`config.mk`:
```
export PLATFORM = sky130hd
export DESIGN_NAME = fx2fp_top
export DESIGN_NICKNAME = d
export VERILOG_FILES = /design/src/fx2fp_pkg.sv /design/src/fx2fp_top.sv /design/src/lead_one_detect.sv /design/src/norm_pack.sv
export SDC_FILE = /design/constraint.sdc
export NUM_CORES = 1
export LEC_CHECK = 0
export BUFFER_PORTS_ARGS = -buffer_cell sky130_fd_sc_hd__buf_2
export CAP_MARGIN = 10
export CORE_MARGIN = 2
export CORE_UTILIZATION = 24
export CTS_BUF_LIST = sky130_fd_sc_hd__clkbuf_2
export CTS_CLUSTER_DIAMETER = 80
export DETAILED_ROUTE_END_ITERATION = 8
export HOLD_SLACK_MARGIN = 0.05
export SLEW_MARGIN = 5
export SYNTH_ARGS = -nofsm -noshare
export SYNTH_HDL_FRONTEND = slang
export SYNTH_SLANG_ARGS = --single-unit
```
`constraint.sdc`:
```
create_clock -name clk -period 6 [get_ports clk]
set_input_delay 0.3 -clock clk [delete_from_list [all_inputs] [get_ports clk]]
set_output_delay 0.3 -clock clk [all_outputs]
set_load 0.005 [all_outputs]
```
`src/fx2fp_pkg.sv`:
```
//******************************
// Shared widths and types for the fixed-point to IEEE 754 converter.
// Single precision only. The exponent layout has no other width.
// No rounding, denormals, infinities or NaN are produced.
// Fraction bit 31 carries a weight of one half.
//******************************

package fx2fp_pkg;

    // operand layout.
    localparam int INT_BITS  = 32;
    localparam int FRAC_BITS = 32;
    localparam int MAG_BITS  = INT_BITS + FRAC_BITS;

    // single precision layout.
    localparam int EXP_BITS  = 8;
    localparam int MANT_BITS = 23;
    localparam int EXP_BIAS  = 127;

    typedef logic [INT_BITS-1:0]          int_part_t;   // integer part of the operand.
    typedef logic [FRAC_BITS-1:0]         frac_part_t;  // fraction part, msb weighs one half.
    typedef logic [MAG_BITS-1:0]          fixed_mag_t;  // integer part above fraction part.
    typedef logic [$clog2(MAG_BITS)-1:0]  lead_pos_t;   // bit index inside fixed_mag_t.
    typedef logic [EXP_BITS-1:0]          fp_exp_t;     // biased exponent.
    typedef logic [MANT_BITS-1:0]         fp_mant_t;    // stored mantissa, hidden one dropped.

    // Signed fixed-point operand as it enters the converter.
    typedef struct packed {
        logic       sign;
        int_part_t  int_part;
        frac_part_t frac_part;
    } fixed_in_t;

    // Stage one register contents.
    // pos is only meaningful while zero is low.
    typedef struct packed {
        logic       valid;
        logic       sign;
        logic       zero;
        lead_pos_t  pos;
        fixed_mag_t mag;
    } lead_info_t;

    // IEEE 754 single precision word in its bus order.
    typedef struct packed {
        logic     sign;
        fp_exp_t  exp;
        fp_mant_t mant;
    } fp_word_t;

endpackage : fx2fp_pkg

```
`src/fx2fp_top.sv`:
```
//******************************
// Fixed-point to IEEE 754 single precision converter.
// Fixed latency of two cycles from in_valid to out_valid.
// Two operands may be in flight. Results leave in input order.
// No handshake. Every out_valid pulse must be taken by the receiver.
//******************************

module fx2fp_top (
    input  logic                  clk,
    input  logic                  rst_n,
    input  logic                  in_valid,
    input  fx2fp_pkg::fixed_in_t  operand,
    output logic                  out_valid,
    output fx2fp_pkg::fp_word_t   result,
    output logic                  out_is_zero
);

    import fx2fp_pkg::*;

    lead_info_t stage1; // registered leading-one information.

    lead_one_detect lead_one_detect_i (
        .clk      (clk),
        .rst_n    (rst_n),
        .in_valid (in_valid),
        .operand  (operand),
        .stage1   (stage1)
    );

    norm_pack norm_pack_i (
        .clk         (clk),
        .rst_n       (rst_n),
        .stage1      (stage1),
        .out_valid   (out_valid),
        .result      (result),
        .out_is_zero (out_is_zero)
    );

endmodule : fx2fp_top

```
`src/lead_one_detect.sv`:
```
//******************************
// First pipeline stage of the converter.
// Registers the operand together with the position of its leading one.
// in_valid is a one-cycle strobe. A new operand may come every cycle.
// There is no back-pressure.
// Only stage1.valid is cleared by rst_n.
//******************************

module lead_one_detect (
    input  logic                   clk,
    input  logic                   rst_n,
    input  logic                   in_valid,
    input  fx2fp_pkg::fixed_in_t   operand,
    output fx2fp_pkg::lead_info_t  stage1
);

    import fx2fp_pkg::*;

    fixed_mag_t mag_c;
    lead_pos_t  pos_c;
    logic       zero_c;

    // One search over both parts replaces separate integer and fraction searches.
    assign mag_c  = {operand.int_part, operand.frac_part};
    assign zero_c = ~|mag_c;

    // Priority search. A higher set bit overrides any lower one found before it,
    // so the loop ends with the index of the most significant one.
    always_comb begin
        pos_c = '0;
        for (int i = 0; i < MAG_BITS; i++) begin
            if (mag_c[i]) begin
                pos_c = lead_pos_t'(i);
            end
        end
    end

    always_ff @(posedge clk) begin
        if (!rst_n) begin
            stage1.valid <= 1'b0;
        end else begin
            stage1.valid <= in_valid;
        end
    end

    // Payload follows every cycle and is ignored while valid is low.
    always_ff @(posedge clk) begin
        stage1.sign <= operand.sign;
        stage1.zero <= zero_c;
        stage1.pos  <= pos_c;
        stage1.mag  <= mag_c;
    end

    // The registered position must point at a set bit of the registered magnitude.
    a_lead_bit_set : assert property (
        @(posedge clk) disable iff (!rst_n)
        (stage1.valid && !stage1.zero) |-> stage1.mag[stage1.pos]
    );

    // No set bit may sit above the registered position.
    a_lead_bit_top : assert property (
        @(posedge clk) disable iff (!rst_n)
        (stage1.valid && !stage1.zero) |-> ((stage1.mag >> stage1.pos) == fixed_mag_t'(1))
    );

endmodule : lead_one_detect

```
`src/norm_pack.sv`:
```
//******************************
// Second pipeline stage of the converter.
// Normalizes the magnitude and registers the packed single precision word.
// The mantissa is truncated, never rounded. Missing low bits are zero.
// A zero operand gives the sign bit alone and out_is_zero high.
// Only out_valid is cleared by rst_n.
//******************************

module norm_pack (
    input  logic                   clk,
    input  logic                   rst_n,
    input  fx2fp_pkg::lead_info_t  stage1,
    output logic                   out_valid,
    output fx2fp_pkg::fp_word_t    result,
    output logic                   out_is_zero
);

    import fx2fp_pkg::*;

    lead_pos_t  shift_c;
    fixed_mag_t aligned_c;
    fp_exp_t    exp_c;
    fp_mant_t   mant_c;
    fp_word_t   word_c;

    // 63 - pos moves the leading one to the msb. In six bits that is the inverse of pos.
    assign shift_c   = ~stage1.pos;
    assign aligned_c = stage1.mag << shift_c;

    // the leading one is the hidden bit, so the mantissa starts just below it.
    assign mant_c = aligned_c[MAG_BITS-2 -: MANT_BITS];

    // pos runs 0 to 63, so the biased exponent stays between 95 and 158.
    assign exp_c = fp_exp_t'(stage1.pos) + fp_exp_t'(EXP_BIAS - FRAC_BITS);

    always_comb begin
        word_c.sign = stage1.sign; // sign passes through even for zero.
        if (stage1.zero) begin
            word_c.exp  = '0;
            word_c.mant = '0;
        end else begin
            word_c.exp  = exp_c;
            word_c.mant = mant_c;
        end
    end

    always_ff @(posedge clk) begin
        if (!rst_n) begin
            out_valid <= 1'b0;
        end else begin
            out_valid <= stage1.valid;
        end
    end

    always_ff @(posedge clk) begin
        result      <= word_c;
        out_is_zero <= stage1.zero;
    end

    // A zero result carries nothing but the sign.
    a_zero_word : assert property (
        @(posedge clk) disable iff (!rst_n)
        out_is_zero |-> (result.exp == '0 && result.mant == '0)
    );

    // Nothing leaves the pipeline in the first cycle out of reset.
    a_reset_quiet : assert property (
        @(posedge clk)
        $past(!rst_n) |-> !out_valid
    );

endmodule : norm_pack

```
==> summary.md <==
| Metric | Value |
|---|---|
| Status | complete, no violations |
| Multi-input gate area | between 4000 and 5000 um^2 |
| First-pass GRT wire length | approximately 34 mm |
| Final Max Slew Viols | 0 |
| Combinational share of power | a little over a quarter |
| CP max stage delay | just under 0.8 ns |
| Core Box Area | 27100 um^2 |
| DRT iter0 DRCs | between 500 and 600 |
| Sw Pwr | roughly 0.00052 W |
| CTS max path bufs | 2 |
| Total Power | approximately 0.0016 W |
| FF+latch count, synth | 106 |
| Crit-path leading delay family | compound AO/OA/AOI/OAI gates |
| CTS sink count | between 100 and 150 |
| Via Count | about 6000 |
| Die span in x | 170 um |
| Critical path endpoint category | flip-flop |
| Cts bufs inserted | 9 |
| Layout cells sized above 1 | approximately a quarter |
| Crit path max fanout | 46 |
| Crit path buffers/inverters | 1 |
| Maxcap violations | 0 |
| F_max | slightly above 300 MHz |
| Post-Synth XOR/XNOR Area | less than 1% |
| Root buffer cell | clkbuf_2 |
| Syn Nets | 716 |
| ANT cells | 0 |
| Synth Area in Simple Gates | between 10% and 20% |
| CP required | 6.49 ns |
| Row count | 60 |
| Post-Syn Area | 6640 um^2 |
| Number of global-route vias before repair | roughly 5700 |
| Drt first pass iters | 7 |
| IO Port Bufs | slightly above 100 |
| Worst path arrival time | ~3.7 ns |
| Tmin final | roughly 3.2 ns |
| Worst-Skew Late Latency | 0.70 ns |
| Initial antenna violation count | 0 |
| Endpoints failing hold | 0 |
| Worst Setup Start Kind | flip-flop |
| Largest family of logic cells by synthesized area | multiplexers |
| Largest net degree at the start of global routing | 48 |
| Crit share post-route | 54.0% |
| Total routed wirelength | about 22 mm |
| Antenna viol nets, final | 0 |
| Peak supply drop | slightly below 0.1 mV |
| Reg clk slew, reported paths | 0.37 ns |
| Synth Flop Type | dfxtp_1 |
| Setup Skew | roughly 0.08 ns |
| PwrDens | 200 nW/um^2 |
| RSZ-0062 raised after global routing | no |
| RePlAce Congestion | around 1.0 |
| Layout Nets | 856 |
| Cells after Synth | ~650 |
| Internal cell power | between 0.001 and 0.0015 W |
| WL per Instance | roughly 19 um |
| Global Route Usage Sum | 15.3% |
| Via density | about 5 |
| Final setup fails | 0 |
| Post-CTS sizing | 0 |
| Clk pwr share | between 20% and 30% |
| Setup CP Type | reg2reg |
| CTS Hold Bufs | 68 |
| Seq pwr share | 48.9% |
| Initial Util | 24.5% |
| Slew HR | between 30% and 40% |
| YS warnings | 0 |
| H-tree levels | 3 |
| Avg Cell Area, Syn | slightly above 10 um^2 |
| Hold crit path type | in2reg |
| Die area | ~29000 um^2 |
| Leakage | roughly 3.3 nW |
| Adder-Cell Fraction of Synth Area | less than 1% |
| Area Growth Syn to Fin | 24.0% |
| Number of flops mapped to enable cells by yosys | 0 |
| Sequential area share after synthesis | between 30% and 40% |
| Crit path cell chain | buf_4 > mux4_1 > mux2_2 > nor2_1 > a211o_1 > a2111oi_0 |
| Reg area | approximately 2100 um^2 |
| Post-CTS Setup Repair Bufs | 0 |
| Compound-gate portion of the synthesized area | 13.6% |
| Slew @ Worst Pin | 1.05 ns |
| Die span in y | around 170 um |
| Drt drc | 0 |
| Hpwl dp | ~17 mm |
| TritonCTS clock tree | yes |
| FFs w/ async S/R, synth | 0% |
| Cell with the largest stage delay on the worst path | dfxtp_4 |
| GRT Residual Overflow | 0 |
| Setup Total Neg Slack | 0 ns |
| Sw Ratio | 31.6% |
| Synth cell types | 57 |
| Post-synthesis mux area share | around 34% |
| # fillers | 2830 |
| IO Count | 102 |
-- per-layer routing --
| metal | wire length [um] | vias to the layer above | GRT usage [%] |
|---|---|---|---|
| met3 | 2010 | 37 | 4.07 |
| li1 | - | 2793 | - |
| met5 | 0 | - | 0 |
| met2 | 9580 | 319 | 22.4 |
| met4 | 471 | 0 | 4.42 |
| met1 | 10100 | 2823 | 21.9 |
-- flip-flops by register name, indices dropped and copies added (netlist names) --
signal / count
norm_pack_i.result: 32
norm_pack_i.out_valid: 1
lead_one_detect_i.stage1: 72
norm_pack_i.out_is_zero: 1
-- path summary, 6_finish.rpt --
check                                                              from                                   to  slack [ns]  depth (start not counted)
worst max register to register  lead_one_detect_i.stage1[64]$_SDFF_PP1_    norm_pack_i.result[12]$_SDFF_PP0_        2.76                          6
worst min-delay path                                         operand[0]  lead_one_detect_i.stage1[0]$_DFF_P_        0.23                          2
worst max-delay path            lead_one_detect_i.stage1[64]$_SDFF_PP1_    norm_pack_i.result[12]$_SDFF_PP0_        2.76                          6
worst min register to register     lead_one_detect_i.stage1[71]$_DFF_P_       norm_pack_i.result[31]$_DFF_P_        0.35                          0
-- cells by family after synthesis --
logic type / after synthesis
AND/OR/NAND/NOR: 209
multiplexers: 134
AO/OA/AOI/OAI: 131
flip-flops: 106
buffers and inverters: 63
XOR/XNOR: 3
adder cells (fa/ha/maj): 1
-- final cells by class --
cell class | count | area share (%)
clock buffer | 10 | 0.607
clock inverter | 6 | 1.18
inverter | 16 | 0.729
multi-input combinational | 478 | 51.0
sequential | 106 | 25.8
tap | 372 | 5.65
timing repair buffer | 176 | 15.0
-- per-stage QoR --
stage                     hold slack (ns)  worst slack [ns]  std cells  util, %  area (um^2)
after global placement              0.315              2.90       1080     27.4         7410
after detailed placement            0.322              2.85       1080     27.4         7410
after floorplan                     0.310              3.91        647        -         6640
after CTS                           0.211              2.74       1164     30.4         8240
final                               0.230              2.76       1164     30.4         8240
after global routing                0.192              2.50       1164     30.4         8240
-- power by group through the flow --
stage          clock network [W]  logic (W)  registers (W)
6_report                0.000405   0.000437       0.000806
5_1_grt                 0.000442   0.000470       0.000816
4_1_cts                 0.000414   0.000433       0.000807
3_5_place_dp                   0   0.000396       0.000820
3_3_place_gp                   0   0.000394       0.000822
2_1_floorplan                  0   0.000273       0.000794
-- cell usage after synthesis (3+ instances only) --
master	n	area share (%)
mux4_1	10	4.0
nor3_1	20	1.5
a2111oi_0	5	0.66
o31ai_1	5	0.57
xnor2_1	3	0.40
a211o_1	5	0.66
mux4_2	60	20
a221oi_1	3	0.40
nand3_1	13	0.98
nor2b_1	10	0.94
nor4_1	18	1.7
o21bai_1	6	0.68
o22ai_1	14	1.3
o221ai_1	6	0.79
o21ai_0	22	1.7
a22oi_1	5	0.57
o211ai_1	9	1.0
nor2_1	50	2.8
dfxtp_1	106	32
buf_6	6	1.0
a21oi_1	21	1.6
buf_1	3	0.17
inv_1	15	0.85
a31oi_1	5	0.47
or4_1	4	0.45
and2_1	6	0.57
or2_2	3	0.28
mux2i_1	47	7.1
clkbuf_1	23	1.3
nand2_1	69	3.9
nand2b_1	4	0.38
buf_2	12	0.90
mux2_2	17	2.9
a211oi_1	9	1.0
-- cells in the final DEF (no fill, tap or decap), types with 10 or more instances in the layout --
master         Yosys  final
o21ai_0           22     22
mux4_2            60     60
buf_2             12    101
nor4_1            18     18
clkbuf_2           0     10
mux4_1            10     10
nand3_1           13     13
nor2b_1           10     10
nand2_1           69     69
nor3_1            20     20
mux2i_1           47     47
o22ai_1           14     14
dlygate4sd3_1      0     68
mux2_2            17     17
inv_1             15     14
a21oi_1           21     21
dfxtp_1          106    104
nor2_1            50     50
No activity file was read; power rests on OpenSTA's default activity.
